[src/route_pkg.sv]
package route_pkg;

  // Field widths of a routed request
  localparam int unsigned AddrWidth = 32;
  localparam int unsigned IdxWidth  = 4;
  localparam int unsigned ErrWidth  = 2;

  // Request address, also used for rule and region bounds
  typedef logic [AddrWidth-1:0] addr_t;

  // Target index, up to 16 targets
  typedef logic [IdxWidth-1:0] idx_t;

  // Routing error code
  typedef logic [ErrWidth-1:0] err_t;

  // Request routed to a target
  localparam err_t ErrNone   = 2'd0;

  // No rule matched and no default index enabled
  localparam err_t ErrDecode = 2'd1;

  // Write into a protected region
  localparam err_t ErrDenied = 2'd2;

  // Decode error is reported ahead of a denied write
  // Code 3 is reserved

endpackage
[src/addr_route_top.sv]
`timescale 1ns/10ps

module addr_route_top #(
  // Rule table depth
  parameter int unsigned NoRules   = 8,
  // Protected region count
  parameter int unsigned NoGuards  = 4,
  // Valid targets, at most 16 with a 4 bit index
  parameter int unsigned NoIndices = 16
) (
  input  logic                            clk_i,
  input  logic                            reset_i,
  // Request input
  input  logic                            in_valid_i,
  output logic                            in_ready_o,
  input  route_pkg::addr_t                in_addr_i,
  input  logic                            in_write_i,
  // Rule table
  input  route_pkg::addr_t [NoRules-1:0]  rule_start_i,
  input  route_pkg::addr_t [NoRules-1:0]  rule_end_i,
  input  route_pkg::idx_t  [NoRules-1:0]  rule_idx_i,
  // Default mapping
  input  logic                            en_default_i,
  input  route_pkg::idx_t                 default_idx_i,
  // Guard table
  input  route_pkg::addr_t [NoGuards-1:0] guard_start_i,
  input  route_pkg::addr_t [NoGuards-1:0] guard_end_i,
  // Decision output
  output logic                            out_valid_o,
  input  logic                            out_ready_i,
  output route_pkg::idx_t                 out_idx_o,
  output route_pkg::err_t                 out_err_o
);

  import route_pkg::*;

  // Checker results toward the output stage
  logic dec_match;
  idx_t dec_idx;
  logic wr_denied;

  // Both checkers see the request in parallel
  addr_decode #(
    .NoRules (NoRules)
  ) u_addr_decode (
    .addr_i        (in_addr_i),
    .rule_start_i  (rule_start_i),
    .rule_end_i    (rule_end_i),
    .rule_idx_i    (rule_idx_i),
    .en_default_i  (en_default_i),
    .default_idx_i (default_idx_i),
    .match_o       (dec_match),
    .idx_o         (dec_idx)
  );

  write_guard #(
    .NoGuards (NoGuards)
  ) u_write_guard (
    .addr_i        (in_addr_i),
    .write_i       (in_write_i),
    .guard_start_i (guard_start_i),
    .guard_end_i   (guard_end_i),
    .denied_o      (wr_denied)
  );

  // Single register stage, one cycle of latency
  route_stage #(
    .NoIndices (NoIndices)
  ) u_route_stage (
    .clk_i       (clk_i),
    .reset_i     (reset_i),
    .in_valid_i  (in_valid_i),
    .in_ready_o  (in_ready_o),
    .match_i     (dec_match),
    .idx_i       (dec_idx),
    .denied_i    (wr_denied),
    .out_valid_o (out_valid_o),
    .out_ready_i (out_ready_i),
    .out_idx_o   (out_idx_o),
    .out_err_o   (out_err_o)
  );

endmodule

[src/route_stage.sv]
`timescale 1ns/10ps

module route_stage #(
  // Number of valid targets, bounds the index range seen by checkers
  parameter int unsigned NoIndices = 16
) (
  input  logic            clk_i,
  input  logic            reset_i,
  // Upstream handshake
  input  logic            in_valid_i,
  output logic            in_ready_o,
  // Decoder result
  input  logic            match_i,
  input  route_pkg::idx_t idx_i,
  // Guard result
  input  logic            denied_i,
  // Downstream handshake and decision
  output logic            out_valid_o,
  input  logic            out_ready_i,
  output route_pkg::idx_t out_idx_o,
  output route_pkg::err_t out_err_o
);

  import route_pkg::*;

  // Decision for the request on the input side
  err_t dec_err;
  idx_t dec_idx;

  // Output register
  logic valid_q;
  idx_t idx_q;
  err_t err_q;

  // Request moves into the register this cycle
  logic load;

  // Error code, decode error ahead of a denied write
  always_comb begin
    if (!match_i) begin
      dec_err = ErrDecode;
    end else if (denied_i) begin
      dec_err = ErrDenied;
    end else begin
      dec_err = ErrNone;
    end
  end

  // Index is zero on any error
  assign dec_idx = (dec_err == ErrNone) ? idx_i : '0;

  // Room when empty or when the held decision leaves now
  assign in_ready_o = ~valid_q | out_ready_i;
  assign load       = in_valid_i & in_ready_o;

  // Valid flag, refilled or drained whenever the register is free
  always_ff @(posedge clk_i) begin
    if (reset_i) begin
      valid_q <= 1'b0;
    end else if (in_ready_o) begin
      valid_q <= in_valid_i;
    end
  end

  // Payload only changes on an accepted request
  always_ff @(posedge clk_i) begin
    if (load) begin
      idx_q <= dec_idx;
      err_q <= dec_err;
    end
  end

  assign out_valid_o = valid_q;
  assign out_idx_o   = idx_q;
  assign out_err_o   = err_q;

endmodule

[src/write_guard.sv]
`timescale 1ns/10ps

module write_guard #(
  // Number of protected regions
  parameter int unsigned NoGuards = 4
) (
  // Request address
  input  route_pkg::addr_t                 addr_i,
  // Request is a write
  input  logic                             write_i,
  // Region table, start bound included
  input  route_pkg::addr_t [NoGuards-1:0]  guard_start_i,
  // Region table, end bound excluded
  input  route_pkg::addr_t [NoGuards-1:0]  guard_end_i,
  // Write lands in a protected region
  output logic                             denied_o
);

  // One bit per region covering the address
  logic [NoGuards-1:0] region_hit;

  // Address lies somewhere in the protected space
  logic                protected_addr;

  // Range compare per region
  for (genvar g = 0; g < NoGuards; g++) begin : gen_guard_cmp
    // Same bound convention as the rule table
    assign region_hit[g] = (addr_i >= guard_start_i[g]) && (addr_i < guard_end_i[g]);
  end

  // Overlapping regions are fine, any hit is enough
  assign protected_addr = |region_hit;

  // Reads always pass
  assign denied_o = write_i & protected_addr;

endmodule

[src/addr_decode.sv]
`timescale 1ns/10ps

module addr_decode #(
  // Number of entries in the rule table
  parameter int unsigned NoRules = 8
) (
  // Address to decode
  input  route_pkg::addr_t                addr_i,
  // Rule table, start bound included
  input  route_pkg::addr_t [NoRules-1:0]  rule_start_i,
  // Rule table, end bound excluded
  input  route_pkg::addr_t [NoRules-1:0]  rule_end_i,
  // Target index of each rule
  input  route_pkg::idx_t  [NoRules-1:0]  rule_idx_i,
  // Default mapping for unmatched addresses
  input  logic                            en_default_i,
  input  route_pkg::idx_t                 default_idx_i,
  // Decode result
  output logic                            match_o,
  output route_pkg::idx_t                 idx_o
);

  import route_pkg::*;

  // One bit per rule whose range covers the address
  logic [NoRules-1:0] rule_hit;

  // Index picked from the table, before the default applies
  idx_t               table_idx;

  // Any rule at all covers the address
  logic               any_hit;

  // Range compare per rule
  for (genvar r = 0; r < NoRules; r++) begin : gen_rule_cmp
    // Start inclusive, end exclusive
    assign rule_hit[r] = (addr_i >= rule_start_i[r]) && (addr_i < rule_end_i[r]);
  end

  // Priority select over the hit vector
  always_comb begin
    table_idx = '0;
    // Later rules overwrite earlier ones, so the highest match wins
    for (int unsigned r = 0; r < NoRules; r++) begin
      if (rule_hit[r]) begin
        table_idx = rule_idx_i[r];
      end
    end
  end

  assign any_hit = |rule_hit;

  // Default counts as a match when enabled
  assign match_o = any_hit | en_default_i;

  // Table index first, then default, otherwise zero
  always_comb begin
    if (any_hit) begin
      idx_o = table_idx;
    end else if (en_default_i) begin
      idx_o = default_idx_i;
    end else begin
      idx_o = '0;
    end
  end

endmodule

[config.mk]
export PLATFORM = sky130hd
export DESIGN_NAME = addr_route_top
export DESIGN_NICKNAME = d
export VERILOG_FILES = /design/src/route_pkg.sv /design/src/addr_route_top.sv /design/src/route_stage.sv /design/src/write_guard.sv /design/src/addr_decode.sv
export SDC_FILE = /design/constraint.sdc
export NUM_CORES = 1
export LEC_CHECK = 0
export ABC_AREA = 1
export BUFFER_PORTS_ARGS = -buffer_cell sky130_fd_sc_hd__buf_2
export CAP_MARGIN = 20
export CORE_AREA = 2 2 334 336
export CTS_CLUSTER_DIAMETER = 200
export DETAILED_ROUTE_END_ITERATION = 12
export DIE_AREA = 0 0 336 338
export GPL_TIMING_DRIVEN = 0
export PLACE_DENSITY = 0.42
export SYNTH_ARGS = -nofsm -noshare
export SYNTH_HDL_FRONTEND = slang
export SYNTH_HIERARCHICAL = 1
export SYNTH_SLANG_ARGS = --single-unit
[constraint.sdc]
create_clock -name clk_i -period 2.9 [get_ports clk_i]
set_input_delay 0.29 -clock clk_i [delete_from_list [all_inputs] [get_ports clk_i]]
set_output_delay 0.29 -clock clk_i [all_outputs]
set_load 0.005 [all_outputs]
==> run summary, run 1 <==
Status = finished, violations left
Failing checks = setup timing
Setup Skew = 0.00527 ns
Critical path type = in2reg
Post-Syn Instances = 3,211
Post-synth top area share = 46.5%
Number of global-route vias before repair = 23,600
Final worst-path cycle share = 102%
Final wirelength = 113,000 µm
Worst skew pair latency = 0.26 ns
Largest area contributor in the synthesized netlist = ha_1
Max Cap Violations = 0
Net switching power = 0.00244 W
Largest net degree at the start of global routing = 25
DP Area = 26,400 µm²
Die Y = 338 µm
Clk Tree Root Cell = clkbuf_16
Fmax achieved = 338 MHz
Layout Area Growth over Synthesis = 38.9%
CP Capture Type = flip-flop
Worst-margin pin slew = 0.527 ns
Fin worst setup slack = -0.0553 ns
Drt first pass iters = 7
# rows = 122
Final setup fails = 2
Yosys warnings = 6
Die Width = 336 µm
Min-delay worst type = in2reg
Hpwl dp = 91,900 µm
Mapped Area = 20,300 µm²
Most instantiated cells after synthesis = 912 x inv_1, 756 x ha_1, 602 x nand2_1, 353 x a21oi_1, 184 x nor2_1
Post-route ant nets = 0
Clock-pin slew on the worst setup and hold paths = 0.05 ns
RSZ-0062 raised after global routing = true
H-Tree Depth = 1
Avg Inst Size Synth = 6.33 µm²
Worst VDD drop = 0.000147 V
CP Launch Type = primary input
Placeable Area = 110,000 µm²
IO Pins = 850
Pwr/cell area = 159 nW/µm²
Clk sinks = 7
Combinational power share = 90.8%
P_int = 0.00206 W
Initial DRC count = 881
Initial antenna violation count = 55
Non-filler cells, final = 5,605
First-pass GRT wire length = 156,000 µm
Final layout net count = 5,700
Yosys reg bits = 7
Post-synth ARST share = 0%
IO buf count = 849
Post-DR vias/cell = 4.22
DRC Markers = 0
Vias = 23,600
Layout cells sized above 1 = 24.5%
Seq pwr share = 2.9%
Fin. max-slew vios = 0
Slew headroom = 64.8%
Most frequent cell after synthesis = inv_1
Initial Util = 18.5%
CTS tree = done
Cell count after placement = 5,549
Total CTS buffers = 3
Top cells by area, synth = ha_1 47%, inv_1 17%, nand2_1 11%, a21oi_1 8.7%, nor2_1 3.4%
Post-synth EDFFs = 6
Overflow after GRT = 0
CP Max Fanout = 7
Routability cong. = 0.859
Die area = 114,000 µm²
Min Tclk post-route = 2.96 ns
Sw Share = 54.2%
Final hold vios = 0
Fin area = 28,200 µm²
DR WL/cell = 20.1 µm
Worst EP required = 3.00 ns
Sequential area share after synthesis = 0.985%
Post-synthesis cell type count = 48
Clock Path Buffers = 2
Hold-fix buffers, CTS = 0
Leakage = 17.8 nW
Mapped Nets = 4,809
Predominant post-synthesis flop cell = edfxtp_1
Total GRT Usage = 19.0%
Critical Path AT = 3.06 ns
Clk pwr share = 6.3%
==> stage by stage <==
stage,utilization (%),total power (W),hold slack [ns],setup slack (ns),TNS (ns)
3_3_place_gp,24.0,0.00386,0.453,-1.69,-9.35
4_1_cts,25.5,0.00451,0.181,-0.0708,-0.256
2_1_floorplan,-,0.00222,0.352,0.667,0
5_1_grt,25.6,0.00509,0.189,-0.142,-0.594
6_report,25.7,0.00450,0.187,-0.0553,-0.0575
3_5_place_dp,24.0,0.00389,0.458,-1.69,-9.40
==> power groups by stage <==
stage          Combinational, W  Clock, W  Sequential, W
2_1_floorplan           0.00209         0       0.000137
3_3_place_gp            0.00372         0       0.000134
3_5_place_dp            0.00375         0       0.000134
4_1_cts                 0.00409  0.000292       0.000132
5_1_grt                 0.00467  0.000285       0.000134
6_report                0.00408  0.000283       0.000132
==> metal layers <==
layer	track usage (%)	wire length, µm
met5	0	321
met4	3.84	2180
met3	2.90	6040
met2	35.2	56000
met1	23.1	48000
==> state kept, by name, indices dropped and copies added (netlist names) <==
signal                     flops
u_route_stage/out_err_o        2
u_route_stage/out_idx_o        4
u_route_stage/out_valid_o      1
==> area by class of cell <==
class / instances / area (µm²)
diodes: 16 / 40.0
clock buffers: 4 / 78.8
fillers: 12500 / 81800
inverters: 915 / 3450
multi-input cells: 2289 / 17200
flip-flops and latches: 7 / 200
well taps: 1488 / 1860
repair buffers: 886 / 5400
==> layout by cell type (no fill, tap or decap), types with 6 or more instances in the layout <==
| cell | n |
|---|---|
| inv_2 | 8 |
| edfxtp_1 | 6 |
| o21a_1 | 19 |
| nand4_1 | 54 |
| nor3_2 | 7 |
| buf_4 | 19 |
| o21ai_1 | 15 |
| nand2_1 | 587 |
| nand3_2 | 7 |
| buf_12 | 13 |
| o211ai_1 | 15 |
| ha_1 | 737 |
| o21ai_0 | 79 |
| buf_6 | 8 |
| bufbuf_16 | 13 |
| a21o_1 | 8 |
| nor2_1 | 178 |
| nor3_1 | 29 |
| diode_2 | 16 |
| inv_1 | 903 |
| a21oi_1 | 347 |
| ha_4 | 19 |
| o31ai_1 | 7 |
| nand3_4 | 7 |
| nand3_1 | 67 |
| buf_2 | 817 |
| buf_16 | 12 |
| o221ai_1 | 7 |
| nand2_2 | 22 |
| a21oi_2 | 7 |
==> logic make-up (layout without fill, tap and decap cells) <==
group	after synthesis	after routing	synth area share, %
AND/OR/NAND/NOR	998	998	21.0
buffers and inverters	915	1805	16.9
adder cells (fa/ha/maj)	756	756	46.5
AO/OA/AOI/OAI	535	535	14.6
flip-flops	7	7	0.985
other	0	16	0
==> worst max-delay path: stages <==
cell and delay (ns):
buf_16 0.12, buf_12 0.14, ha_1 0.30, nand2_1 0.06
nor2_1 0.26, nand4_1 0.18, nor2_1 0.35, nand2_1 0.12
nand3_2 0.16, nand2_4 0.07, o21ai_1 0.10, nand3_1 0.11
nand2_1 0.08, nand2_1 0.08, nand2_1 0.07, nand2_1 0.06
nand3_2 0.07, nand2_1 0.05, nand2_1 0.06, nand2_1 0.05
nand2_1 0.06, inv_2 0.04, nor2_4 0.14
==> worst paths after layout <==
path	startpoint	end	slack, ns	depth (start not counted)
min reg2reg	u_route_stage/out_valid_o	u_route_stage/out_valid_o	0.48	2
min	reset_i	u_route_stage/out_valid_o	0.19	2
max	in_addr_i[5]	u_route_stage/out_idx_o[3]	-0.06	23
max reg2reg	u_route_stage/out_valid_o	u_route_stage/out_err_o[1]	1.87	2
==> repair_timing <==
item | CTS | global route
buffers inserted | 21 | 2
pin swaps | 35 | 26
endpoints found under the setup margin | 6 | 6
gates resized for setup | 189 | 43
cloned | 13 | 0
No activity file was read; power rests on OpenSTA's default activity.
==> run 2, diff against run 1 <==
--- a/config.mk
+++ b/config.mk
@@ -5,13 +5,12 @@
 export SDC_FILE = /design/constraint.sdc
 export NUM_CORES = 1
 export LEC_CHECK = 0
-export ABC_AREA = 1
 export BUFFER_PORTS_ARGS = -buffer_cell sky130_fd_sc_hd__buf_2
 export CAP_MARGIN = 20
-export CORE_AREA = 2 2 334 336
+export CORE_AREA = 2 2 327 329
 export CTS_CLUSTER_DIAMETER = 200
 export DETAILED_ROUTE_END_ITERATION = 12
-export DIE_AREA = 0 0 336 338
+export DIE_AREA = 0 0 329 331
 export GPL_TIMING_DRIVEN = 0
 export PLACE_DENSITY = 0.42
 export SYNTH_ARGS = -nofsm -noshare
==> run summary, run 2 <==
Worst VDD drop = 0.000160 V (+8.7%)
Fin area = 26,800 µm² (-5.0%)
Sequential area share after synthesis = 1.02% (+0.039 points)
DR WL/cell = 21.2 µm (+5.7%)
Overflow after GRT = 0 (unchanged)
Critical path type = in2reg
CP most frequent cell = a211oi_4
Die Width = 329 µm (-2.1%)
Initial antenna violation count = 48 (-13%)
Layout cells sized above 1 = 26.9% (+2.4 points)
Routability cong. = 0.854 (-0.59%)
DP Area = 25,600 µm² (-3.3%)
Final setup fails = 6 (+4)
Initial DRC count = 871 (-1.1%)
Mapped Area = 19,600 µm² (-3.8%)
Clk pwr share = 5.5% (-0.8 points)
Compound-gate portion of the synthesized area = 21.5% (+6.9 points)
CTS tree = done
Fmax achieved = 293 MHz (-13%)
Worst hold endpoint = u_route_stage/out_valid_o
Largest area contributor in the synthesized netlist = ha_1
Family with the most delay on the worst path = compound AO/OA/AOI/OAI gates
Final wirelength = 106,000 µm (-5.7%)
Setup Skew = 0.00270 ns (-0.00257 ns)
Top cells by area, synth = ha_1 48%, inv_1 15%, a21oi_1 6.1%, a21o_1 3.9%, nand4_1 3.2%
IO buf count = 849 (unchanged)
Total CTS buffers = 3 (unchanged)
Adder-Cell Fraction of Synth Area = 48.4% (+1.8 points)
Combinational power share = 91.3% (+0.5 points)
Mapped Nets = 4,302 (-11%)
CP Max Fanout = 24 (+17)
Worst skew pair latency = 0.23 ns (-0.03 ns)
CP cell instances = buf_12 > ha_1 > nand4_1 > nor2_1 > a221o_1 > a211oi_4 > a211oi_4 > o221ai_4 > buf_6 > nand2_1 > o221ai_2 > a211oi_2 > and2_1
DRC Markers = 0 (unchanged)
Seq pwr share = 3.1% (+0.2 points)
Most frequent cells in the layout = 817 x buf_2, 760 x inv_1, 750 x ha_1, 235 x a21oi_1, 134 x nand2_1
Fin. max-slew vios = 0 (unchanged)
R2r endpoint = u_route_stage/out_idx_o[3]
Worst-margin pin slew = 1.07 ns (+0.538 ns)
Clk Tree Root Cell = clkbuf_16
Slowest cell on the critical path = a211oi_4
Worst EP required = 2.88 ns (-0.12 ns)
Clock Path Buffers = 2 (unchanged)
Largest net degree at the start of global routing = 25 (unchanged)
Hold Crit Start = reset_i
Yosys reg bits = 7 (unchanged)
Max Cap Violations = 0 (unchanged)
Drt first pass iters = 5 (-2)
Clock-pin slew on the worst setup and hold paths = 0.04 ns (about the same)
Clk sinks = 7 (unchanged)
Final hold vios = 0 (unchanged)
Final worst-path cycle share = 118% (+16 points)
Yosys warnings = 6 (unchanged)
Failing checks = setup timing
Hold-critical path depth = 2 (unchanged)
Total GRT Usage = 18.0% (-0.99 points)
Critical Path AT = 3.39 ns (+0.33 ns)
Leakage = 16.4 nW (-7.9%)
Layout Area Growth over Synthesis = 37.2%
Initial Util = 18.6% (+0.16 points)
Slew headroom = 28.7% (-36 points)
Commonest non-fill, non-tap cell in the layout = buf_2
Fin worst setup slack = -0.515 ns (-0.460 ns)
Min-delay worst type = in2reg
P_int = 0.00204 W (-0.97%)
CP Capture Type = flip-flop
Status = finished, violations left
Post-DR vias/cell = 4.42 (+4.9%)
Vias = 22,100 (-6.5%)
FF-to-FF Start = u_route_stage/out_valid_o
Most instantiated cells after synthesis = 763 x inv_1, 756 x ha_1, 240 x a21oi_1, 134 x nand2_1, 101 x a21o_1
Post-synth top area share = 48.4% (+1.8 points)
Placeable Area = 105,000 µm² (-4.6%)
Post-synth ARST share = 0% (unchanged)
Min Tclk post-route = 3.42 ns (+0.460 ns)
Die area = 109,000 µm² (-4.1%)
Post-synth EDFFs = 6 (unchanged)
Post-route ant nets = 0 (unchanged)
Synth Area in XOR/XNOR = 0% (unchanged)
Most frequent cell after synthesis = inv_1
Final layout net count = 5,188 (-9.0%)
Predominant post-synthesis flop cell = edfxtp_1
Net switching power = 0.00225 W (-7.8%)
FF-to-FF setup slack = 1.90 ns (+0.03 ns)
Number of global-route vias before repair = 22,800 (-3.4%)
Mux contribution to synthesized area = 0% (unchanged)
Simple-gate share of the synthesized area = 14.4% (-6.6 points)
Pwr/cell area = 160 nW/µm² (+0.37%)
CP Launch Type = primary input
Hpwl dp = 89,200 µm (-3.0%)
H-Tree Depth = 1 (unchanged)
# rows = 119 (-2.5%)
Number of flip-flops in the largest register = 4 (unchanged)
Sw Share = 52.4% (-1.8 points)
Post-synthesis cell type count = 74 (+54%)
Avg Inst Size Synth = 7.23 µm² (+14%)
Die Y = 331 µm (-2.1%)
Post-Syn Instances = 2,704 (-16%)
Buf/Inv on CP = 2 (-1)
IO Pins = 850 (unchanged)
Main combinational cell family by area after synthesis = adder cells
Critical path's largest stage delay = 0.69 ns (+0.34 ns)
RSZ-0062 raised after global routing = true
First-pass GRT wire length = 144,000 µm (-7.3%)
R2R cell count = 2 (unchanged)
Hold Worst Slack = 0.209 ns (+0.0222 ns)
-- run 2: cell types whose count changed in the layout (fill, tap and decap cells not counted), sizes merged, moves of 16 or more --
cell,delta
nor2,-99
and4,+17
o21ai,+21
nand4,+47
a21o,+93
nand2,-480
nor2b,+16
nand2b,+25
a21oi,-115
a211oi,+28
inv,-153
a2111oi,+16
nand3,-19
-- run 2: power by group through the flow --
stage,Sequential (W),Combinational (W),Clock [W]
4_1_cts,0.000136,0.00387,0.000240
6_report,0.000135,0.00392,0.000238
5_1_grt,0.000137,0.00445,0.000243
3_5_place_dp,0.000137,0.00367,0
2_1_floorplan,0.000138,0.00200,0
3_3_place_gp,0.000137,0.00365,0
-- run 2: worst max path at each step --
stage	startpoint	end	slack, ns	depth (start not counted)
2_1_floorplan	in_addr_i[0]	u_route_stage/out_idx_o[0]	0.07	12
3_3_place_gp	in_addr_i[0]	u_route_stage/out_idx_o[1]	-3.38	13
3_5_place_dp	in_addr_i[0]	u_route_stage/out_idx_o[2]	-2.18	14
4_1_cts	in_addr_i[0]	u_route_stage/out_idx_o[0]	-0.55	15
5_1_grt	in_addr_i[0]	u_route_stage/out_idx_o[0]	-0.59	16
6_report	in_addr_i[23]	u_route_stage/out_idx_o[1]	-0.52	13
-- run 2: routing by layer --
layer / track usage, % / vias to the layer above / part of all wire, %
met5: 0 / - / 0.25
met4: 4.09 / 42 / 2.3
met3: 3.45 / 116 / 6.1
met2: 34.3 / 670 / 50
met1: 20.5 / 9986 / 41
li1: - / 11300 / -
-- run 2: logic make-up after synthesis --
group,Yosys count
AOI/OAI and AO/OA,643
adders and majority gates,756
buffers and inverters,764
DFF,7
and+or+nand+nor,534
-- run 2: area by class of cell --
type                    count  area [µm²]
fillers                 12000       78100
multi-input cells        1933       16900
repair buffers            881        4960
inverters                 763        2870
well taps                1391        1740
flip-flops and latches      7         200
clock buffers               4        78.8
diodes                     16        40.0
plain buffers               1        11.3
-- run 2: metrics by stage --
stage	util [%]	total power, W	TNS, ns	instances	setup slack, ns
final	25.6	0.00429	-2.79	4996	-0.515
after global routing	25.5	0.00483	-3.28	4990	-0.594
after CTS	25.2	0.00425	-2.87	4965	-0.546
after detailed placement	24.4	0.00381	-11.94	4945	-2.18
after global placement	24.3	0.00379	-19.65	4944	-3.38
after floorplan	-	0.00214	0	2704	0.0669
-- run 2: worst reg2reg max path: cells and delay by family (launching register included) --
| kind | cells | cell delay, ns |
|---|---|---|
| simple gates | 2 | 0.35 |
| flops | 1 | 0.33 |
-- run 2: timing repair --
action | CTS | global route
gates cloned | 0 | 4
gates resized for setup | 155 | 27
endpoints found under the setup margin | 6 | 6
buffers inserted | 16 | 11
hold endpoints to repair | 0 | 0
pin swaps | 29 | 34
hold buffers | 0 | 0
